`config.mk`:
```
export PLATFORM = sky130hd
export DESIGN_NAME = video_timer
export DESIGN_NICKNAME = d
export VERILOG_FILES = /design/src/common/video_pkg.sv /design/src/common/vram_pkg.sv /design/src/video_timer.sv
export SDC_FILE = /design/constraint.sdc
export NUM_CORES = 1
export LEC_CHECK = 0
export BUFFER_PORTS_ARGS = -buffer_cell sky130_fd_sc_hd__buf_2
export CAP_MARGIN = 5
export CORE_MARGIN = 10
export CORE_UTILIZATION = 35
export DETAILED_ROUTE_END_ITERATION = 10
export PLACE_DENSITY = 0.64
export SLEW_MARGIN = 20
export SYNTH_ARGS = -nofsm -noshare
export SYNTH_HDL_FRONTEND = slang
export SYNTH_SLANG_ARGS = --single-unit
```
`constraint.sdc`:
```
create_clock -name clk -period 4.7 [get_ports clk]
set_input_delay 0.235 -clock clk [delete_from_list [all_inputs] [get_ports clk]]
set_output_delay 0.235 -clock clk [all_outputs]
set_load 0.03 [all_outputs]
```
`src/common/video_pkg.sv`:
```
package video_pkg;

    // ====================
    // Colour types
    // ====================

    // Red in [23:16], green in [15:8], blue in [7:0]
    typedef logic [23:0] rgb_t;

    // One palette entry per index
    typedef logic [7:0] pal_index_t;

    // ====================
    // Raster defaults
    // ====================

    // 640x480 at 60 Hz, counted in pixel clocks and lines
    localparam int H_ACTIVE_DEF = 640;
    localparam int H_FRONT_DEF  = 16;
    localparam int H_SYNC_DEF   = 96;
    localparam int H_TOTAL_DEF  = 800;
    localparam int V_ACTIVE_DEF = 480;
    localparam int V_FRONT_DEF  = 10;
    localparam int V_SYNC_DEF   = 2;
    localparam int V_TOTAL_DEF  = 525;

endpackage

```
`src/common/vram_pkg.sv`:
```
package vram_pkg;

    // Each VRAM word packs this many 8-bit palette indices
    localparam int PIX_PER_WORD = 8;

    // Pixel p lives in bits [8p+7:8p], pixel 0 in the low byte
    typedef logic [8*PIX_PER_WORD-1:0] vram_word_t;

    // Word address into VRAM
    localparam int VRAM_ADDR_W = 13;
    typedef logic [VRAM_ADDR_W-1:0] vram_addr_t;

endpackage

```
`src/video_timer.sv`:
```
`timescale 1ns/1ns

module video_timer #(
    parameter int H_ACTIVE = video_pkg::H_ACTIVE_DEF,
    parameter int H_FRONT  = video_pkg::H_FRONT_DEF,
    parameter int H_SYNC   = video_pkg::H_SYNC_DEF,
    parameter int H_TOTAL  = video_pkg::H_TOTAL_DEF,
    parameter int V_ACTIVE = video_pkg::V_ACTIVE_DEF,
    parameter int V_FRONT  = video_pkg::V_FRONT_DEF,
    parameter int V_SYNC   = video_pkg::V_SYNC_DEF,
    parameter int V_TOTAL  = video_pkg::V_TOTAL_DEF
) (
    input  logic                        clk,
    input  logic                        rst,
    output logic [$clog2(H_ACTIVE)-1:0] x,
    output logic                        active,
    output logic                        line_hs,
    output logic                        line_vs,
    output logic                        render_start,
    output logic                        rowram_swap,
    output logic                        vblank_start,
    output vram_pkg::vram_addr_t        next_row,
    output logic                        cpu_wr_busy
);

    import vram_pkg::*;

    localparam int HW = $clog2(H_TOTAL);
    localparam int VW = $clog2(V_TOTAL);
    localparam int XW = $clog2(H_ACTIVE);

    logic [HW-1:0] h_cnt;
    logic [HW-1:0] h_nxt;
    logic [VW-1:0] v_cnt;
    logic [VW-1:0] v_nxt;
    logic [VW-1:0] v_after;
    logic          render_line;

    // Next raster position, and the line that follows it
    always_comb begin
        if (h_cnt == HW'(H_TOTAL - 1)) begin
            h_nxt = '0;
            v_nxt = (v_cnt == VW'(V_TOTAL - 1)) ? '0 : v_cnt + 1'b1;
        end else begin
            h_nxt = h_cnt + 1'b1;
            v_nxt = v_cnt;
        end
        v_after     = (v_nxt == VW'(V_TOTAL - 1)) ? '0 : v_nxt + 1'b1;
        render_line = (v_after < V_ACTIVE);
    end

    // ====================
    // Counters and decode
    // ====================

    // Outputs are decoded from the next position so they line up with the counters
    always_ff @(posedge clk) begin
        if (rst) begin
            // Park on the first blank line, outside the busy window
            h_cnt        <= '0;
            v_cnt        <= VW'(V_ACTIVE);
            x            <= '0;
            active       <= 1'b0;
            line_hs      <= 1'b0;
            line_vs      <= 1'b0;
            render_start <= 1'b0;
            rowram_swap  <= 1'b0;
            vblank_start <= 1'b0;
            next_row     <= '0;
            cpu_wr_busy  <= 1'b0;
        end else begin
            h_cnt        <= h_nxt;
            v_cnt        <= v_nxt;
            x            <= h_nxt[XW-1:0];
            active       <= (h_nxt < H_ACTIVE) && (v_nxt < V_ACTIVE);
            line_hs      <= (h_nxt >= H_ACTIVE + H_FRONT) &&
                            (h_nxt < H_ACTIVE + H_FRONT + H_SYNC);
            line_vs      <= (v_nxt >= V_ACTIVE + V_FRONT) &&
                            (v_nxt < V_ACTIVE + V_FRONT + V_SYNC);
            // Render the following line while this one is shown
            render_start <= (h_nxt == '0) && render_line;
            rowram_swap  <= (h_nxt == HW'(H_TOTAL - 1)) && render_line;
            vblank_start <= (h_nxt == '0) && (v_nxt == VW'(V_ACTIVE));
            next_row     <= vram_addr_t'(v_after);
            // Last blank line renders row 0, so it counts as busy too
            cpu_wr_busy  <= (v_nxt == VW'(V_TOTAL - 1)) || (v_nxt < V_ACTIVE);
        end
    end

endmodule

```
==> reports/results.txt <==
post-DR vias/cell: 5.18
Detailed Route WL: 4660 um
YS warnings: 0
initial antenna violation count: 0
Post-synth top cells: dfxtp_1, nor2_1, nand2_1, nor3_1, nand3_1
Pwr per Cell Area: 303 nW/um2
max-slew violation count: 0
htree depth: 2
synthesized area: 1980 um2
Tcrit/Tclk final: 75.9%
die width: 95.2 um
sequential cell area: 741 um2
synth top area cells: dfxtp_1, nor2_1, ha_1, nand2_1, nor3_1
die height: 95.2 um
Post-synth EDFFs: 0
FFs w/ async S/R, synth: 0%
Slew @ Worst Pin: 860 ps
unrepaired setup endpoints after global routing: false
top-area cell type share of the netlist area: 37.5%
Max clock buf depth: 2
GPL Wtd Cong: 0.949
fmax: 280 MHz
VDD IR-drop max: 143 uV
Num CTS Buffers: 5
MaxCap Viol Count: 0
area leader, netlist: dfxtp_1
worst reg2reg endpoint: render_start$_SDFF_PP0_
initial core utilization: 35.9%
register-to-register setup slack: 1130 ps
Syn Area/Cell: 8.27 um2
Antenna Cells: 0
drt pass-1 iters: 5
most frequent cell after synthesis: dfxtp_1
post-cts resize count: 0
vias: 1729
crit path DAT: 3770 ps
gr ovfl total: 0
NumNets Final: 270
Yosys cell types: 51
io pins: 32
status: finished clean
Syn Inst Count: 239
sequential-to-total area share from yosys stat: 37.5%
largest net degree at the start of global routing: 24
hold_buf cts: 0
multi-input logic area: 1130 um2
crit path kind: reg2reg
nature of the critical path startpoint: flip-flop
GR Util All Layers: 11.0%
vias in the first global route: 1722
DRT antenna net count: 0
DP Wirelength: 3540 um
core area: 5510 um2
worst-path cell chain: ha_1 > nand4_1 > or3_1 > or4_1 > a211oi_1 > nand3_1 > mux2i_1 > a221oi_1
CP Max Fanout: 16
CP max stage delay: 670 ps
# clock sinks: 37
# Post-CTS Setup Buffers: 0
worst skew pair latency: 290 ps
TritonCTS clock tree: yes
Fin. Hold Viols: 0
Area Overhead vs Synth: 14.1%
top_reg_cell synth: dfxtp_1
die footprint: 9050 um2
worst r2r src: h_cnt[0]$_SDFF_PP0_
Clock Pin Slew Worst Setup and Hold Paths: 80 ps
Routed WL per cell: 13.9 um
Min-Delay Path Depth: 2
Synth Register Bits: 37
worst hold start: rst
worst min path class: in2reg
Setup TNS: 0 ps
share of cells above drive strength 1: 16.0%
clk root buf: clkbuf_8
Fin Clk Skew: 5.21 ps
Slowest cell on crit path: or4_1
Hold EP: h_cnt[1]$_SDFF_PP0_
CP endpoint kind: flip-flop
post-layout util: 41.0%
Residual DRC: 0
Period minus WS final: 3570 ps
Rel. slew slack: 42.3%
first-pass GRT wire length: 8170 um
final setup fails: 0
LEAKAGE: 0.905 nW
depth of the most critical reg-to-reg path: 8
initial drt markers: 147
Cell Rows: 27
# fillers: 569
CP Data Required Time: 4900 ps
IO buf count: 28
[cell families after synthesis]
| kind of cell | synth area share, % |
|---|---|
| buffers and inverters | 5.51 |
| muxes | 2.09 |
| xor gates and xnor gates | 5.76 |
| other | 0.190 |
| DFF | 37.5 |
| and+or+nand+nor | 30.3 |
| AOI/OAI and AO/OA | 14.2 |
| adders and majority gates | 4.43 |
[flip-flops by register name (all words and copies together) (netlist names)]
register and flops:
v_cnt 10, active 1, vblank_start 1, render_start 1, cpu_wr_busy 1, line_hs 1
rowram_swap 1, next_row 10, line_vs 1, h_cnt 10
[per-layer routing]
| metal | up-vias | global-route usage, % | share of wire [%] |
|---|---|---|---|
| met2 | 28 | 18.6 | 47 |
| met5 | - | 0 | 0 |
| met3 | 6 | 2.91 | 4.6 |
| met1 | 798 | 13.0 | 46 |
| li1 | 897 | - | - |
| met4 | 0 | 4.11 | 1.5 |
[power by group]
part	switching [mW]	internal [mW]
sequential	0.00679	0.324
clock	0.116	0.172
combinational	0.0452	0.0185
total	0.168	0.515
[critical path, delay by kind of cell (launching register included)]
kind | cells | cell delay (ps)
muxes | 1 | 190
DFF | 1 | 390
AOI/OAI and AO/OA | 2 | 970
and+or+nand+nor | 4 | 1680
adders and majority gates | 1 | 240
[metrics by stage]
step,hold slack (ps),setup WS (ps),power [mW],area [um2],std cells
after floorplan,313,1400,0.387,1980,241
after global placement,491,1280,0.402,2140,326
after detailed placement,512,1210,0.402,2140,326
after CTS,347,1160,0.692,2260,334
after global routing,396,797,0.710,2260,334
final,347,1130,0.683,2260,334
[area by class of cell]
cell class | count | share of cell area, %
Clock buffer | 6 | 3.66
Clock inverter | 2 | 1.66
Inverter | 8 | 1.33
Multi-Input combinational cell | 181 | 50.3
Sequential cell | 37 | 32.8
Tap cell | 72 | 3.99
Timing Repair Buffer | 28 | 6.21
[worst max path at each step]
| stage | start | endpoint | slack, ps |
|---|---|---|---|
| floorplan | h_cnt[0]$_SDFF_PP0_ | render_start$_SDFF_PP0_ | 1400 |
| global placement | h_cnt[0]$_SDFF_PP0_ | rowram_swap$_SDFF_PP0_ | 1280 |
| detailed placement | h_cnt[0]$_SDFF_PP0_ | render_start$_SDFF_PP0_ | 1210 |
| CTS | h_cnt[0]$_SDFF_PP0_ | render_start$_SDFF_PP0_ | 1160 |
| global route | h_cnt[0]$_SDFF_PP0_ | render_start$_SDFF_PP0_ | 800 |
| finish | h_cnt[0]$_SDFF_PP0_ | render_start$_SDFF_PP0_ | 1130 |
[cell usage in the layout, fill, tap and decap left out, drive strengths merged, types with 8 or more instances in the layout]
cell type	n
a21oi	8
buf	28
dfxtp	37
inv	8
nand2	22
nand3	11
nor2	30
nor3	16
xnor2	8
Power figures use the tool's default switching activity.
