[config.mk]
export PLATFORM = sky130hd
export DESIGN_NAME = ppu_fsm
export DESIGN_NICKNAME = d
export VERILOG_FILES = /design/src/common/video_pkg.sv /design/src/common/vram_pkg.sv /design/src/ppu/ppu_fsm.sv
export SDC_FILE = /design/constraint.sdc
export NUM_CORES = 1
export LEC_CHECK = 0
export ABC_AREA = 1
export ABC_CLOCK_PERIOD_IN_PS = 1830
export BUFFER_PORTS_ARGS = -buffer_cell sky130_fd_sc_hd__buf_4
export CAP_MARGIN = 30
export CORE_MARGIN = 3
export CORE_UTILIZATION = 35
export DETAILED_ROUTE_END_ITERATION = 10
export HOLD_SLACK_MARGIN = 0.03
export PLACE_DENSITY_LB_ADDON = 0.15
export SYNTH_ARGS = -nofsm -noshare
export SYNTH_HDL_FRONTEND = slang
export SYNTH_SLANG_ARGS = --single-unit
[constraint.sdc]
create_clock -name clk -period 1.83 [get_ports clk]
set_input_delay 0.366 -clock clk [delete_from_list [all_inputs] [get_ports clk]]
set_output_delay 0.366 -clock clk [all_outputs]
set_load 0.03 [all_outputs]
[src/common/video_pkg.sv]
package video_pkg;

    // ====================
    // Colour types
    // ====================

    // Red in [23:16], green in [15:8], blue in [7:0]
    typedef logic [23:0] rgb_t;

    // One palette entry per index
    typedef logic [7:0] pal_index_t;

    // ====================
    // Raster defaults
    // ====================

    // 640x480 at 60 Hz, counted in pixel clocks and lines
    localparam int H_ACTIVE_DEF = 640;
    localparam int H_FRONT_DEF  = 16;
    localparam int H_SYNC_DEF   = 96;
    localparam int H_TOTAL_DEF  = 800;
    localparam int V_ACTIVE_DEF = 480;
    localparam int V_FRONT_DEF  = 10;
    localparam int V_SYNC_DEF   = 2;
    localparam int V_TOTAL_DEF  = 525;

endpackage

[src/common/vram_pkg.sv]
package vram_pkg;

    // Each VRAM word packs this many 8-bit palette indices
    localparam int PIX_PER_WORD = 8;

    // Pixel p lives in bits [8p+7:8p], pixel 0 in the low byte
    typedef logic [8*PIX_PER_WORD-1:0] vram_word_t;

    // Word address into VRAM
    localparam int VRAM_ADDR_W = 13;
    typedef logic [VRAM_ADDR_W-1:0] vram_addr_t;

endpackage

[src/ppu/ppu_fsm.sv]
`timescale 1ns/1ns

module ppu_fsm #(
    parameter int H_ACTIVE = video_pkg::H_ACTIVE_DEF
) (
    input  logic                                                 clk,
    input  logic                                                 rst,
    input  logic                                                 render_start,
    input  logic                                                 vblank_start,
    input  vram_pkg::vram_addr_t                                 next_row,
    input  logic [$clog2(H_ACTIVE)-1:0]                          cpu_scroll_x,
    output vram_pkg::vram_addr_t                                 vram_rdaddr,
    input  vram_pkg::vram_word_t                                 vram_rddata,
    output logic                                                 row_wren,
    output logic [$clog2(H_ACTIVE / vram_pkg::PIX_PER_WORD)-1:0] row_wrindex,
    output vram_pkg::vram_word_t                                 row_wrdata,
    output logic [$clog2(H_ACTIVE)-1:0]                          scroll_x,
    output logic                                                 cpu_vram_irq
);

    import vram_pkg::*;

    localparam int WORDS = H_ACTIVE / PIX_PER_WORD;
    localparam int IW    = $clog2(WORDS);
    localparam int XW    = $clog2(H_ACTIVE);

    typedef enum logic [1:0] {
        S_IDLE,
        S_READ,
        S_DRAIN
    } state_t;

    state_t        state;
    logic [IW-1:0] word_cnt;
    logic [IW-1:0] index_q;
    logic          rd_q;
    vram_addr_t    row_base;

    // ====================
    // Line render
    // ====================

    always_ff @(posedge clk) begin
        if (rst) begin
            state    <= S_IDLE;
            word_cnt <= '0;
            rd_q     <= 1'b0;
        end else begin
            rd_q <= (state == S_READ);
            case (state)
                S_IDLE: begin
                    if (render_start) begin
                        state    <= S_READ;
                        word_cnt <= '0;
                    end
                end
                S_READ: begin
                    if (word_cnt == IW'(WORDS - 1)) begin
                        state <= S_DRAIN;
                    end else begin
                        word_cnt <= word_cnt + 1'b1;
                    end
                end
                // Last word is still in flight from VRAM
                S_DRAIN: state <= S_IDLE;
                default: state <= S_IDLE;
            endcase
        end
    end

    // Start of the row in VRAM, and the index that matches the returning word
    always_ff @(posedge clk) begin
        if (render_start) begin
            row_base <= vram_addr_t'(next_row * WORDS);
        end
        index_q <= word_cnt;
    end

    assign vram_rdaddr = row_base + vram_addr_t'(word_cnt);
    assign row_wren    = rd_q;
    assign row_wrindex = index_q;
    assign row_wrdata  = vram_rddata;

    // ====================
    // Frame registers
    // ====================

    // Scroll taken once per frame, wrapped into the visible width
    always_ff @(posedge clk) begin
        if (rst) begin
            scroll_x     <= '0;
            cpu_vram_irq <= 1'b0;
        end else begin
            cpu_vram_irq <= vblank_start;
            if (vblank_start) begin
                if (cpu_scroll_x >= H_ACTIVE) begin
                    scroll_x <= cpu_scroll_x - XW'(H_ACTIVE);
                end else begin
                    scroll_x <= cpu_scroll_x;
                end
            end
        end
    end

endmodule

==> results of run 1 <==
-- where the power goes --
part	leakage [nW]	internal, W	switching (W)
Clock	0.0566	0.000389	0.000286
Combinational	0.852	0.000224	0.000260
Sequential	0.318	0.000901	0.0000463
Total	1.23	0.00151	0.000593
-- synthesized netlist by cell type --
master / instances
buf_4: 68
nor2_1: 29
dfxtp_1: 28
nand2_1: 26
ha_1: 16
inv_1: 12
nand3_1: 12
o21ai_0: 12
xor2_1: 10
a21oi_1: 9
edfxtp_1: 9
xnor2_1: 6
nand4_1: 4
nor2_2: 3
a21oi_2: 2
buf_2: 2
fa_1: 2
o21ai_1: 2
a21boi_1: 1
a21o_1: 1
a31oi_1: 1
and3_1: 1
clkbuf_1: 1
inv_2: 1
nand2_2: 1
nand2_4: 1
nand3_2: 1
nor4_1: 1
or2_2: 1
-- critical path: cells and delay by family, from the launching register on --
kind | cells | cell delay, ns
adders and majority gates | 2 | 0.53
xor gates and xnor gates | 1 | 0.14
DFF | 1 | 0.42
and+or+nand+nor | 2 | 0.24
buffers and inverters | 1 | 0.15
AOI/OAI and AO/OA | 1 | 0.06
-- timing repair --
action,CTS,global route
pin swaps,5,2
gates resized for setup,8,6
endpoints found under the setup margin,8,8
setup buffers,1,1
cloned,0,0
-- sequential cells by signal, summed over array words and instances (netlist names) --
signal	flops
cpu_vram_irq	1
scroll_x	10
row_wren	1
row_wrindex	7
word_cnt	7
state	2
row_base	9
-- final cells by class --
type                       instances  area share
multi-input combinational        142       0.376
sequential                        37       0.317
timing repair buffer              70       0.211
clock buffer                       8      0.0423
tap                               75      0.0356
inverter                          13      0.0185
-- per-layer routing --
metal | global-route usage | share of wire | up-vias
li1 | - | - | 793
met1 | 0.150 | 0.38 | 693
met2 | 0.221 | 0.48 | 83
met3 | 0.0719 | 0.11 | 16
met4 | 0.0567 | 0.024 | 0
met5 | 0 | 0 | -
-- logic make-up (layout without fill, tap and decap cells) --
| group | count (synthesis) | in the layout | share of synthesized area |
|---|---|---|---|
| AO/OA/AOI/OAI | 28 | 28 | 0.0671 |
| XOR/XNOR | 16 | 16 | 0.0611 |
| adder cells (fa/ha/maj) | 18 | 18 | 0.105 |
| buffers and inverters | 84 | 91 | 0.250 |
| flip-flops | 37 | 37 | 0.362 |
| AND/OR/NAND/NOR | 80 | 80 | 0.155 |
-- through the flow --
| step | TNS [ns] | instance area (um^2) |
|---|---|---|
| after detailed placement | -0.432 | 2450 |
| after floorplan | -0.0631 | 2370 |
| final | -1.96 | 2640 |
| after global placement | -0.351 | 2450 |
| after CTS | -2.21 | 2600 |
| after global routing | -2.72 | 2640 |
-- worst min-delay path by stage --
stage                          end  slack (ns)  cells past startpoint
floorplan           row_wrindex[6]        0.38                      0
global placement    row_wrindex[2]        0.47                      0
detailed placement  row_wrindex[2]        0.46                      0
CTS                    scroll_x[2]        0.29                      3
global route           scroll_x[1]        0.30                      3
finish                 scroll_x[3]        0.30                      3
==> metrics.md, run 1 <==
| Metric | Value |
|---|---|
| Outcome | finished, violations left |
| Violated checks | setup timing |
| DR vias/cell | 4.59 |
| 1st-pass router iterations | 4 |
| Peak supply drop | 313 uV |
| FF+latch area | 835 um^2 |
| Critical path startpoint category | flop |
| Layout area overhead | 14.8% |
| Core ar. | 6130 um^2 |
| Clock Latency Late Sink | 0.28 ns |
| Post-placement cell count | 335 |
| Via count | 1585 |
| Slowest cell on crit path | edfxtp_1 |
| Post-Synthesis Cells | 263 |
| Final core utilization | 0.430 |
| Htree depth | 2 |
| Global-route wire length before repair | 7900 um |
| Commonest non-fill, non-tap cells in the layout | 62 x buf_4, 29 x nor2_1, 27 x dfxtp_1 |
| Multi-input gate area | 991 um^2 |
| Synthesized area | 2290 um^2 |
| CTS clk-pin slew, worst paths | 0.07 ns |
| Clock root cell | clkbuf_8 |
| Die footprint | 7560 um^2 |
| Warning count from the yosys run | 0 |
| Worst Tran Pin Value | 0.359 ns |
| Residual DRC | 0 |
| Clock buffer count from CTS | 5 |
| Grt total ovfl | 0 |
| Tot Pwr | 0.00211 W |
| Largest net degree at the start of global routing | 15 |
| Sequential area share after synthesis | 0.362 |
| Setup Skew | 0.00394 ns |
| Critical Path Start | row_base[4] |
| TritonCTS clock tree | yes |
| Synth top area cells | dfxtp_1 24%, buf_4 22%, edfxtp_1 12% |
| Synth top area share | 0.244 |
| Setup ws final | -0.350 ns |
| Crit path largest cell delay | 0.42 ns |
| Hold Path Class | in2reg |
| Number of port buffers | 54 |
| Leakage | 1.23 nW |
| Req. time, crit path | 1.46 ns |
| I/O pins | 187 |
| Max-cap viol count | 0 |
| Layout cell share with drive strength beyond 1 | 0.378 |
| Filler Cell Count | 607 |
| Crit Path Category | reg2out |
| R2R Path End | word_cnt[6] |
| Seq cells post-synth | 37 |
| Crit-path max FO | 3 |
| Crit path time final | 2.18 ns |
| Tcrit/Tclk final | 1.19 |
| Distinct cells, synth | 29 |
| Syn_nets | 372 |
| Synth area leader | dfxtp_1 |
| Critical-path cell list | ha_4, fa_2, nand2_2, a21boi_2, nand4_1, xnor2_4, buf_6 |
| Initial DRC Count | 61 |
| RSZ-0062 raised after global routing | true |
| N_diodes | 0 |
| Layout Cells excl Fill | 345 |
| Routed Wire Length | 5190 um |
| Synthesized area per cell | 8.73 um^2 |
| Num Clock Sinks | 37 |
| Min-delay src | cpu_scroll_x[3] |
| Worst r2r path cells | 8 |
| Die height | 87.0 um |
| Max_slew headroom | 0.758 |
| Final count of hold timing violations | 0 |
| Vias in the first global route | 1430 |
| Dpl hpwl | 4160 um |
| Most common cell after layout, fill and taps aside | buf_4 |
| FP Rows | 28 |
| Clock Path Buffers | 2 |
| Routed len/inst | 15.0 um |
| Antenna violations before repair | 0 |
| Gr usage total | 0.137 |
| Max Fclk | 459 MHz |
| Pre-CTS WS | -0.145 ns |
| Placer Congestion | 0.740 |
| Power Density | 800 nW/um^2 |
| CP endpoint | vram_rdaddr[12] |
| CP arrival | 1.81 ns |
| WHS | 0.304 ns |
| Hold Buf Count CTS | 0 |
| Reg2reg start | word_cnt[0] |
| Critical path capture point type | primary output |
| Nets@finish | 378 |
| Routed Antenna Nets | 0 |
| Final setup fails | 8 |
| Starting Density | 0.374 |
| Die extent in x | 87.0 um |
| Flop2flop setup slack | 0.46 ns |
| Fin. max-slew vios | 0 |
Note: power is estimated with default switching activity, not from simulation.
==> inputs of run 2 (changes only) <==
--- a/config.mk
+++ b/config.mk
@@ -6,14 +6,14 @@
 export NUM_CORES = 1
 export LEC_CHECK = 0
 export ABC_AREA = 1
-export ABC_CLOCK_PERIOD_IN_PS = 1830
+export ABC_CLOCK_PERIOD_IN_PS = 2600
 export BUFFER_PORTS_ARGS = -buffer_cell sky130_fd_sc_hd__buf_4
 export CAP_MARGIN = 30
 export CORE_MARGIN = 3
-export CORE_UTILIZATION = 35
+export CORE_UTILIZATION = 42
 export DETAILED_ROUTE_END_ITERATION = 10
 export HOLD_SLACK_MARGIN = 0.03
-export PLACE_DENSITY_LB_ADDON = 0.15
+export PLACE_DENSITY_LB_ADDON = 0.1
 export SYNTH_ARGS = -nofsm -noshare
 export SYNTH_HDL_FRONTEND = slang
 export SYNTH_SLANG_ARGS = --single-unit
==> constraint.sdc (replaced) <==
create_clock -name clk -period 2.6 [get_ports clk]
set_input_delay 0.52 -clock clk [delete_from_list [all_inputs] [get_ports clk]]
set_output_delay 0.52 -clock clk [all_outputs]
set_load 0.03 [all_outputs]
==> run 2 against run 1 <==
The run now ends clean. Wire length fell by 5.9%. Combinational power fell by 39%. Critical path depth did not move. Flip-flop and latch count did not move. Clock power down 30%. Clock-buffer cell count unchanged. Via count fell by 3.3%. Die area decreased by 16%. Critical endpoint unchanged. Largest power group unchanged.
==> metrics.md, run 2 (synthesized netlist as in run 1, its figures left out) <==
| Metric | Value |
|---|---|
| Critical-path cell list | ha_1, fa_1, nand2_1, a21boi_1, nand4_1, xnor2_1, buf_4 |
| Crit path largest cell delay | 0.40 ns (-0.02 ns) |
| Clock Path Buffers | 2 (unchanged) |
| Dpl hpwl | 4010 um (-3.5%) |
| Gr usage total | 0.153 (+0.0163) |
| Min-delay src | word_cnt[4] |
| Peak supply drop | 239 uV (-24%) |
| Critical path startpoint category | flop |
| Die height | 79.9 um (-8.1%) |
| FP Rows | 26 (-7.1%) |
| Antenna violations before repair | 0 (unchanged) |
| CTS clk-pin slew, worst paths | 0.07 ns (about the same) |
| Reg2reg start | word_cnt[0] |
| RSZ-0062 raised after global routing | false |
| TNS Setup | 0 ns (+1.96 ns) |
| Worst Tran Pin Value | 0.371 ns (+0.0118 ns) |
| Outcome | finished clean |
| Layout cell share with drive strength beyond 1 | 0.283 (-0.0943) |
| Setup Skew | 0.00409 ns (+0.000152 ns) |
| Req. time, crit path | 2.08 ns (+0.62 ns) |
| Final setup fails | 0 (-8) |
| Htree depth | 2 (unchanged) |
| Max_slew headroom | 0.750 (-0.00794) |
| Crit-path max FO | 7 (+4) |
| Hold Buf Count CTS | 0 (unchanged) |
| N_diodes | 0 (unchanged) |
| Routed Antenna Nets | 0 (unchanged) |
| 1st-pass router iterations | 4 (unchanged) |
| Worst path bufs/invs | 1 (unchanged) |
| Max Fclk | 421 MHz |
| Crit-path leading delay family | adder cells |
| Placer Congestion | 0.748 (+1.1%) |
| Die extent in x | 79.9 um (-8.1%) |
| Largest register FFs | 10 (unchanged) |
| Critical Path Start | word_cnt[4] |
| Largest net degree at the start of global routing | 15 (unchanged) |
| DR vias/cell | 4.73 (+2.9%) |
| TritonCTS clock tree | yes |
| Residual DRC | 0 (unchanged) |
| Finished layout cell area | 2380 um^2 (-9.8%) |
| Num Clock Sinks | 37 (unchanged) |
| Global-route wire length before repair | 7400 um (-6.4%) |
| Hold Path Class | reg2reg |
| Largest reg by FF count | scroll_x |
| Via count | 1532 (-3.3%) |
| Slowest cell on crit path | dfxtp_2 |
| Nets@finish | 362 (-4.2%) |
| I/O pins | 187 (unchanged) |
| Grt total ovfl | 0 (unchanged) |
| Number of port buffers | 54 (unchanged) |
| Power Density | 600 nW/um^2 (-25%) |
| Final count of hold timing violations | 0 (unchanged) |
| CP arrival | 1.86 ns (+0.05 ns) |
| Tcrit/Tclk final | 0.914 |
| Layout area overhead | 3.54% |
| Clock Latency Late Sink | 0.28 ns (about the same) |
| Routed Wire Length | 4880 um (-5.9%) |
| Die footprint | 6390 um^2 (-16%) |
| Most common cell after layout, fill and taps aside | buf_4 |
| Crit path time final | 2.38 ns |
| Placed inst area | 2260 um^2 (-7.5%) |
| Max-cap viol count | 0 (unchanged) |
| Routed len/inst | 15.1 um (+0.20%) |
| Fin. max-slew vios | 0 (unchanged) |
| Commonest non-fill, non-tap cells in the layout | 54 x buf_4, 29 x nor2_1, 27 x dfxtp_1 |
| Clock root cell | clkbuf_8 |
| Clock buffer count from CTS | 5 (unchanged) |
| Critical path capture point type | primary output |
| Starting Density | 0.441 (+0.0666) |
| Crit Path Category | reg2out |
| Core ar. | 5200 um^2 (-15%) |
| Leakage | 1.11 nW (-9.6%) |
| Biggest regs | scroll_x: 10 flops, row_base: 9 flops |
| Initial DRC Count | 52 (-15%) |
| Vias in the first global route | 1379 (-3.6%) |
run 2: what timing repair did:
action | 4_1_cts | 5_1_grt
buffers inserted | 0 | 0
gates resized for setup | 0 | 1
endpoints found under the setup margin | 0 | 2
run 2: worst paths after layout:
path                                         to  cells past startpoint  slack (ns)
worst max-delay path            vram_rdaddr[12]                      7        0.22
worst min-delay path             row_wrindex[4]                      0        0.42
worst max register to register      word_cnt[6]                      8        1.05
worst min register to register   row_wrindex[4]                      0        0.42
run 2: area by class of cell:
type                       count  area [um^2]
clock buffer                   8          111
fill                         547         2830
inverter                      13         48.8
multi-input combinational    142          891
sequential                    37          832
tap                           70         87.6
timing repair buffer          54          405
run 2: metrics by stage:
step                      total power, W  hold WS, ns  instances   util  worst slack [ns]
after floorplan                  0.00104        0.380        263      -             0.351
after global placement          0.000970        0.415        316  0.435             0.416
after detailed placement        0.000971        0.419        316  0.435             0.407
after CTS                        0.00145        0.420        324  0.456            0.0902
after global routing             0.00151        0.413        324  0.456            0.0130
final                            0.00143        0.418        324  0.456             0.225
run 2: report_power, final:
part           internal [W]  switching [W]  leakage (nW)
sequential         0.000635      0.0000269         0.318
clock              0.000274       0.000197        0.0566
combinational      0.000121       0.000172         0.735
run 2: metal layers:
metal	up-vias	wire [um]	global-route usage
li1	767	-	-
met1	672	1760	0.162
met2	81	2260	0.236
met3	12	764	0.109
met4	0	94	0.0574
met5	-	0	0
