**config.mk**
```make
export PLATFORM = sky130hd
export DESIGN_NAME = pixel_out
export DESIGN_NICKNAME = d
export VERILOG_FILES = /design/src/common/video_pkg.sv /design/src/common/vram_pkg.sv /design/src/ppu/pixel_out.sv
export SDC_FILE = /design/constraint.sdc
export NUM_CORES = 1
export LEC_CHECK = 0
export BUFFER_PORTS_ARGS = -buffer_cell sky130_fd_sc_hd__buf_2
export CAP_MARGIN = 5
export CELL_PAD_IN_SITES_DETAIL_PLACEMENT = 1
export CELL_PAD_IN_SITES_GLOBAL_PLACEMENT = 1
export CORE_AREA = 2 2 92 76
export DETAILED_ROUTE_END_ITERATION = 12
export DIE_AREA = 0 0 94 78
export PLACE_DENSITY = 0.84
export SLEW_MARGIN = 20
export SYNTH_ARGS = -nofsm -noshare
export SYNTH_HDL_FRONTEND = slang
export SYNTH_SLANG_ARGS = --single-unit
```
**constraint.sdc**
```tcl
create_clock -name clk -period 3.6 [get_ports clk]
set_clock_uncertainty 0.1 [all_clocks]
set_input_delay 0.36 -clock clk [delete_from_list [all_inputs] [get_ports clk]]
set_output_delay 0.36 -clock clk [all_outputs]
set_load 0.05 [all_outputs]
```
**src/common/video_pkg.sv**
```systemverilog
package video_pkg;

    // ====================
    // Colour types
    // ====================

    // Red in [23:16], green in [15:8], blue in [7:0]
    typedef logic [23:0] rgb_t;

    // One palette entry per index
    typedef logic [7:0] pal_index_t;

    // ====================
    // Raster defaults
    // ====================

    // 640x480 at 60 Hz, counted in pixel clocks and lines
    localparam int H_ACTIVE_DEF = 640;
    localparam int H_FRONT_DEF  = 16;
    localparam int H_SYNC_DEF   = 96;
    localparam int H_TOTAL_DEF  = 800;
    localparam int V_ACTIVE_DEF = 480;
    localparam int V_FRONT_DEF  = 10;
    localparam int V_SYNC_DEF   = 2;
    localparam int V_TOTAL_DEF  = 525;

endpackage

```
**src/common/vram_pkg.sv**
```systemverilog
package vram_pkg;

    // Each VRAM word packs this many 8-bit palette indices
    localparam int PIX_PER_WORD = 8;

    // Pixel p lives in bits [8p+7:8p], pixel 0 in the low byte
    typedef logic [8*PIX_PER_WORD-1:0] vram_word_t;

    // Word address into VRAM
    localparam int VRAM_ADDR_W = 13;
    typedef logic [VRAM_ADDR_W-1:0] vram_addr_t;

endpackage

```
**src/ppu/pixel_out.sv**
```systemverilog
`timescale 1ns/1ns

module pixel_out #(
    parameter int H_ACTIVE = video_pkg::H_ACTIVE_DEF
) (
    input  logic                                                 clk,
    input  logic                                                 rst,
    input  logic [$clog2(H_ACTIVE)-1:0]                          x,
    input  logic                                                 active,
    input  logic                                                 line_hs,
    input  logic                                                 line_vs,
    input  logic [$clog2(H_ACTIVE)-1:0]                          scroll_x,
    output logic [$clog2(H_ACTIVE / vram_pkg::PIX_PER_WORD)-1:0] row_rdindex,
    input  vram_pkg::vram_word_t                                 row_rddata,
    output video_pkg::pal_index_t                                pal_rdaddr,
    input  video_pkg::rgb_t                                      pal_rddata,
    output video_pkg::rgb_t                                      rgb,
    output logic                                                 de,
    output logic                                                 hs,
    output logic                                                 vs
);

    import video_pkg::*;
    import vram_pkg::*;

    localparam int XW = $clog2(H_ACTIVE);
    localparam int IW = $clog2(H_ACTIVE / PIX_PER_WORD);
    localparam int SW = $clog2(PIX_PER_WORD);

    logic [XW:0]   sum;
    logic [XW-1:0] sx;
    logic [SW-1:0] sel_q;
    logic          active_q;
    logic          hs_q;
    logic          vs_q;

    // Stage 0: scrolled column, wrapped at the row width
    always_comb begin
        sum = {1'b0, x} + {1'b0, scroll_x};
        if (sum >= H_ACTIVE) begin
            sx = XW'(sum - H_ACTIVE);
        end else begin
            sx = sum[XW-1:0];
        end
    end

    assign row_rdindex = IW'(sx >> SW);

    // Stage 1: byte select once the row word is back
    always_ff @(posedge clk) begin
        sel_q <= sx[SW-1:0];
    end

    assign pal_rdaddr = row_rddata[8*sel_q +: 8];

    // Stage 2: palette colour, controls delayed to match
    always_ff @(posedge clk) begin
        if (rst) begin
            active_q <= 1'b0;
            hs_q     <= 1'b0;
            vs_q     <= 1'b0;
            de       <= 1'b0;
            hs       <= 1'b0;
            vs       <= 1'b0;
        end else begin
            active_q <= active;
            hs_q     <= line_hs;
            vs_q     <= line_vs;
            de       <= active_q;
            hs       <= hs_q;
            vs       <= vs_q;
        end
    end

    // Black outside the visible area
    assign rgb = de ? pal_rddata : rgb_t'(0);

endmodule

```
==> impl_metrics.csv, run 1 <==
group,metric,value,unit
status,status,"finished, final reports clean",
min_path,hold_class,"in2reg",
worst_setup_path,end_kind,"output pin",
worst_setup_path,worstPathCellList,"buf_2, ha_1, fa_1, a21o_1, a211o_1, a2111o_1, a211o_1, nor4_2, o21ai_1, a22o_1, buf_2",
clock_tree,cts_max_level,1,
placed_design,place_congestion,0.750,
die,ios,155,
pwr,swShare,0.498,
global_routing,antenna_found_initial,1,
worst_setup_path,worstReg2RegStart,"vs_q",
clock_tree,path_clk_slew,0.04,ns
worst_setup_path,reg2regPathDepth,1,
detailed_routing,postRouteAntennaNets,0,
die,design.core.area,0.00634,sq mm
timing,finalCritPeriodShare,0.946,
timing,rsz0062_at_grt,"no",
pwr,p_int,402,uW
logic_synthesis,seq_area_frac_synth,0.126,
finish,final_layout_size_suffix_gt1_frac,0.650,
die,dieArea,0.00733,sq mm
logic_synthesis,synth.area.top_cells,"mux4_2 (25%), dfxtp_1 (13%), and2_1 (11%)",
clock_tree,post_cts_resized,0,
detailed_routing,drtIter0Drc,45,
placed_design,io_buffers,154,
global_routing,met2_usage,0.294,
logic_synthesis,syn-num-nets,270,
worst_setup_path,ff2ff_setup_slack,2.98,ns
pwr,p_leak,0.00121,uW
detailed_routing,vias,1730,
worst_setup_path,path_class,"in2out",
placed_design,place_area,0.00226,sq mm
global_routing,grt_start_max_net_pins,26,
detailed_routing,vias_per_cell,4.56,
clock_tree,clockBufferDepth,2,
logic_synthesis,syn_area,0.00143,sq mm
clock_tree,cts_tree,"built",
pwr,peakVddDrop,0.0920,mV
finish,area_delta_synth_final,62.1,%
global_routing,grt_busiest_layer,"met2",
logic_synthesis,yosysWarnings,0,
timing,fmax,294,MHz
timing,finalHoldViolCount,0,
die,rows,26,
pwr,switching_power,398,uW
finish,most-common-layout-cells,"buf_2 (153), and2_1 (25), mux4_2 (16)",
worst_setup_path,arrival,2.94,ns
worst_setup_path,crit_slowest_cell,"fa_1",
logic_synthesis,yosysTopAreaCellShare,0.252,
finish,fin_nets,420,
placed_design,hpwlAfterDp,5110,um
timing,worst-slew-pin-transition,0.729,ns
global_routing,overflow,0,
flow_run,drv_cap,0,
die,initial_core_util,0.225,
min_path,hold_depth,2,
finish,layout_commonest_cell,"buf_2",
global_routing,grt_pass1_vias,1790,
timing,setup_viol_count_final,0,
finish,final_cells,379,
min_path,hold_start,"active",
finish,final_util,0.365,
logic_synthesis,yosys.area.top_type,"mux4_2",
clock_tree,clock_latency,0.23,ns
clock_tree,cts_sinks,9,
detailed_routing,totalWireLength,5740,um
die,die_x,94,um
timing,maxSlewViolCount,0,
clock_tree,cts_buffers,3,
timing,min_period,3.40,ns
detailed_routing,routedWlPerCell,15.1,um
global_routing,gr-usage-met1,0.152,
worst_setup_path,critPathRequiredTime,3.14,ns
die,die_height,78,um
worst_setup_path,timing.rr.end,"vs",
finish,fin_area,0.00232,sq mm
pwr,clockPowerShare,0.143,
logic_synthesis,synth_area_per_cell,9.86,sq um
pwr,share_comb_of_total_power,0.695,
min_path,min_to,"active_q",
detailed_routing,dr.pass1.iters,4,
logic_synthesis,synth-seq-cells,9,
global_routing,track_usage,0.148,
timing,maxSlewHeadroom,0.514,
logic_synthesis,ys_types,38,
clock_tree,cts_root_buf,"clkbuf_8",
pwr,total_power,800,uW
pwr,power_density,345,mW/mm^2
placed_design,dp.cells,374,
worst_setup_path,cp_max_fo,3,
detailed_routing,drc,0,
global_routing,grt_pass1_wl,8470,um
worst_setup_path,cp-start-kind,"input port",
pwr,seqPwrFrac,0.161,
clock_tree,hold_buffers,0,
clock_tree,cts_setup_buffers,0,
timing,fin_setup_tns,0,ns
global_routing,use_met3,0.0204,
worst_setup_path,slowest_delay,0.44,ns
logic_synthesis,synthCells,145,
cells in the mapped netlist (all sizes together):
cell type	number
fa	1
a221oi	1
nor3	2
a21oi	6
and2	26
ha	11
nand3	3
o31ai	1
nor4	1
a2111o	1
o21ai	6
nor2b	6
mux4	16
or3	1
dfxtp	9
xnor2	4
clkbuf	5
or2	2
o22ai	1
a211o	2
or4	1
buf	6
a21o	4
nand2	6
and4	1
xor2	2
o21bai	1
o211ai	2
nor2	4
a22o	1
mux2	8
inv	2
a211oi	2
logic make-up after synthesis:
group	share of synthesized area
AOI/OAI and AO/OA	0.147
and+or+nand+nor	0.220
adders and majority gates	0.110
DFF	0.126
muxes	0.315
xor gates and xnor gates	0.0367
buffers and inverters	0.0455
worst max-delay path, delay by kind of cell:
kind / cells / cell delay [ns]
adder cells (fa/ha/maj): 2 / 0.66
AO/OA/AOI/OAI: 6 / 1.47
buffers and inverters: 2 / 0.31
AND/OR/NAND/NOR: 1 / 0.15
flip-flops by register name, indices dropped and copies added, names as in the netlist:
register and count:
sel_q 3, active_q 1, de 1, hs 1
hs_q 1, vs 1, vs_q 1
worst max path at each step:
stage	slack (ns)	from	endpoint	cells after the start
after floorplan	0.01	x[0]	row_rdindex[5]	9
after global placement	0.18	x[0]	row_rdindex[5]	11
after detailed placement	0.17	x[0]	row_rdindex[5]	11
after CTS	0.16	x[0]	row_rdindex[5]	11
after global routing	0.05	x[0]	row_rdindex[5]	11
final	0.20	x[0]	row_rdindex[4]	11
area by class of cell:
class,instances,area (sq um)
timing repair buffer,156,788
clock buffer,4,45.0
inverter,2,7.51
fill,793,4030
multi-input combinational,123,1190
tap,84,105
sequential,9,180
antenna,1,2.50
per-layer routing:
metal	vias to the layer above	routed length [um]
met2	79	3130
met1	799	2110
li1	843	-
met3	9	394
met4	0	99
met5	-	0
power by group through the flow:
stage	clock network, uW	logic [uW]	registers [uW]
after CTS	119	559	129
after global placement	0	544	131
after detailed placement	0	557	131
final	115	556	129
after global routing	123	594	131
after floorplan	0	425	116
stage by stage:
step / hold WS, ns / worst slack, ns
finish: 0.237 / 0.196
global placement: 0.320 / 0.178
global route: 0.241 / 0.0485
CTS: 0.237 / 0.159
floorplan: 0.314 / 0.0138
detailed placement: 0.352 / 0.166
Note: power is estimated with default switching activity, not from simulation.
==> run 2: changes to the inputs <==
--- a/config.mk
+++ b/config.mk
@@ -5,14 +5,15 @@
 export SDC_FILE = /design/constraint.sdc
 export NUM_CORES = 1
 export LEC_CHECK = 0
+export ABC_AREA = 1
 export BUFFER_PORTS_ARGS = -buffer_cell sky130_fd_sc_hd__buf_2
 export CAP_MARGIN = 5
 export CELL_PAD_IN_SITES_DETAIL_PLACEMENT = 1
 export CELL_PAD_IN_SITES_GLOBAL_PLACEMENT = 1
-export CORE_AREA = 2 2 92 76
+export CORE_AREA = 2 2 100 83
 export DETAILED_ROUTE_END_ITERATION = 12
-export DIE_AREA = 0 0 94 78
-export PLACE_DENSITY = 0.84
+export DIE_AREA = 0 0 102 85
+export PLACE_DENSITY = 0.85
 export SLEW_MARGIN = 20
 export SYNTH_ARGS = -nofsm -noshare
 export SYNTH_HDL_FRONTEND = slang
==> impl_metrics.csv, run 2 <==
group,metric,value,unit
die,dieArea,0.00867,sq mm
placed_design,hpwlAfterDp,5990,um
die,initial_core_util,0.214,
finish,fin_area,0.00253,sq mm
detailed_routing,drc,0,
flow_run,drv_cap,0,
logic_synthesis,synth_common_cells,"nand2_1 (75), nor2_1 (72), inv_1 (56)",
timing,worst-slew-pin-transition,0.843,ns
logic_synthesis,synthAdderAreaFrac,0.0959,
worst_setup_path,slowest_delay,0.41,ns
detailed_routing,drtIter0Drc,46,
finish,top_register,"sel_q",
clock_tree,cts_setup_buffers,0,
logic_synthesis,syn_area,0.00164,sq mm
worst_setup_path,worstPathCellList,"buf_2, ha_1, fa_1, nand2_1, nand2_2, nand3_2, nand2_1, nand2_1, nand2_2, ha_1, nand3b_1, nand2_1, clkinv_2, nand2_2, nand2_1, nand2_1, buf_2",
finish,final_layout_size_suffix_gt1_frac,0.363,
global_routing,grt_busiest_layer,"met2",
timing,rsz0062_at_grt,"no",
global_routing,use_met3,0.0272,
finish,final_cells,574,
pwr,share_comb_of_total_power,0.714,
logic_synthesis,synth_area_per_cell,5.11,sq um
finish,layout.filler_cells,1135,
logic_synthesis,yosysTopAreaCellShare,0.171,
logic_synthesis,ys.flop_type,"dfxtp_1",
detailed_routing,dr.pass1.iters,4,
global_routing,grt_pass1_vias,2599,
logic_synthesis,synth_edf_count,0,
global_routing,grt_pass1_wl,11400,um
placed_design,io_buffers,154,
clock_tree,cts_max_level,1,
clock_tree,cts_sinks,9,
die,die_height,85,um
timing,fmax,326,MHz
finish,area_delta_synth_final,54.0,%
global_routing,met2_usage,0.300,
die,rows,29,
logic_synthesis,synth_xor_area_frac,0.00533,
worst_setup_path,cp-start-kind,"input port",
timing,min_period,3.07,ns
timing,finalCritPeriodShare,0.853,
logic_synthesis,synth-compound-area-share,0.178,
clock_tree,cts_tree,"built",
status,status,"finished, final reports clean",
logic_synthesis,syn-num-nets,447,
pwr,peakVddDrop,0.0852,mV
worst_setup_path,arrival,2.61,ns
placed_design,place_area,0.00249,sq mm
finish,final_util,0.329,
finish,most-common-layout-cells,"buf_2 (154), nand2_1 (75), nor2_1 (72)",
finish,multi_input_area,0.00118,sq mm
pwr,p_int,361,uW
logic_synthesis,synth_simple_gate_area_share,0.437,
timing,finalHoldViolCount,0,
logic_synthesis,synthCells,322,
global_routing,gr-usage-met1,0.189,
clock_tree,post_cts_resized,0,
pwr,power_density,325,mW/mm^2
die,design.core.area,0.00769,sq mm
pwr,switching_power,460,uW
logic_synthesis,yosysWarnings,0,
placed_design,place_congestion,0.890,
logic_synthesis,synth-seq-cells,9,
clock_tree,clockBufferDepth,2,
worst_setup_path,path_class,"in2out",
finish,layout_commonest_cell,"buf_2",
logic_synthesis,yosys.area.top_type,"nand2_1",
pwr,seqPwrFrac,0.148,
min_path,hold_class,"in2reg",
pwr,swShare,0.560,
finish,fin_nets,592,
worst_setup_path,end_kind,"output pin",
worst_setup_path,cp_max_fo,4,
finish,largest_reg_flops,3,
finish,diodes,0,
pwr,p_leak,0.00166,uW
logic_synthesis,synth.area.top_cells,"nand2_1 (17%), nor2_1 (16%), inv_1 (13%)",
logic_synthesis,synthArstFlopShare,0,
placed_design,dp_slack,0.514,ns
detailed_routing,totalWireLength,6930,um
worst_setup_path,crit_slowest_cell,"fa_1",
logic_synthesis,yosysMostFrequentCell,"nand2_1",
clock_tree,path_clk_slew,0.04,ns
global_routing,track_usage,0.160,
global_routing,antenna_found_initial,0,
timing,maxSlewViolCount,0,
logic_synthesis,synth_top_family_by_area,"simple AND/OR/NAND/NOR gates",
logic_synthesis,ys_types,23,
logic_synthesis,seq_area_frac_synth,0.110,
detailed_routing,vias_per_cell,4.37,
detailed_routing,routedWlPerCell,12.1,um
global_routing,grt_start_max_net_pins,34,
timing,setup_viol_count_final,0,
die,die_x,102,um
clock_tree,cts_buffers,3,
detailed_routing,postRouteAntennaNets,0,
placed_design,dp.cells,570,
finish,seqCellArea,180,sq um
pwr,clockPowerShare,0.138,
worst_setup_path,critPathRequiredTime,3.14,ns
timing,maxSlewHeadroom,0.437,
clock_tree,cts_root_buf,"clkbuf_8",
timing,fin_setup_tns,0,ns
clock_tree,hold_buffers,0,
worst_setup_path,cpMostUsedCell,"nand2_1",
detailed_routing,vias,2508,
clock_tree,clock_latency,0.23,ns
timing,fin_ws,0.530,ns
logic_synthesis,synth_mux_area_frac,0,
global_routing,overflow,0,
die,ios,155,
-- run 2: cell count changes in the layout (fill, tap and decap cells not counted), moves of 10 or more --
cell / delta
and2_1: -25
nand2_1: +69
nand3_1: +10
inv_1: +54
nor2_1: +68
o21ai_0: +27
mux4_2: -16
-- run 2: kinds of logic after synthesis --
logic type      count (synthesis)
xor+xnor                        1
simple gates                  174
fa+ha+maj                      12
buf+inv                        72
flops                           9
compound gates                 54
-- run 2: layout make-up --
| cell class | instances | share of cell area |
|---|---|---|
| clock buffer | 4 | 0.0178 |
| tap | 108 | 0.0534 |
| inverter | 57 | 0.0850 |
| sequential | 9 | 0.0712 |
| multi-input combinational | 241 | 0.465 |
| timing repair buffer | 155 | 0.307 |
-- run 2: power by group through the flow --
stage / clock network [uW] / registers, uW / logic, uW
4_1_cts: 120 / 121 / 590
5_1_grt: 126 / 123 / 644
2_1_floorplan: 0 / 119 / 425
6_report: 113 / 122 / 587
3_5_place_dp: 0 / 123 / 588
3_3_place_gp: 0 / 122 / 570
-- run 2: worst paths after layout --
path	slack, ns	end	cells past startpoint	from
max	0.53	row_rdindex[5]	17	x[0]
min	0.25	hs_q	3	line_hs
max reg2reg	3.02	hs	2	hs_q
min reg2reg	0.31	de	2	active_q
-- run 2: metal layers --
metal	wire, um	vias up
li1	-	1283
met1	3000	1136
met2	3410	83
met3	441	6
met4	76	0
met5	0	-
-- run 2: critical path, delay by kind of cell --
kind | cells | cell delay (ns)
AND/OR/NAND/NOR | 11 | 0.92
buffers and inverters | 3 | 0.43
adder cells (fa/ha/maj) | 3 | 0.87
-- run 2: metrics by stage --
stage          hold slack, ns  power (uW)
2_1_floorplan           0.288         545
3_3_place_gp            0.293         692
3_5_place_dp            0.306         711
4_1_cts                 0.242         830
5_1_grt                 0.250         892
6_report                0.246         821
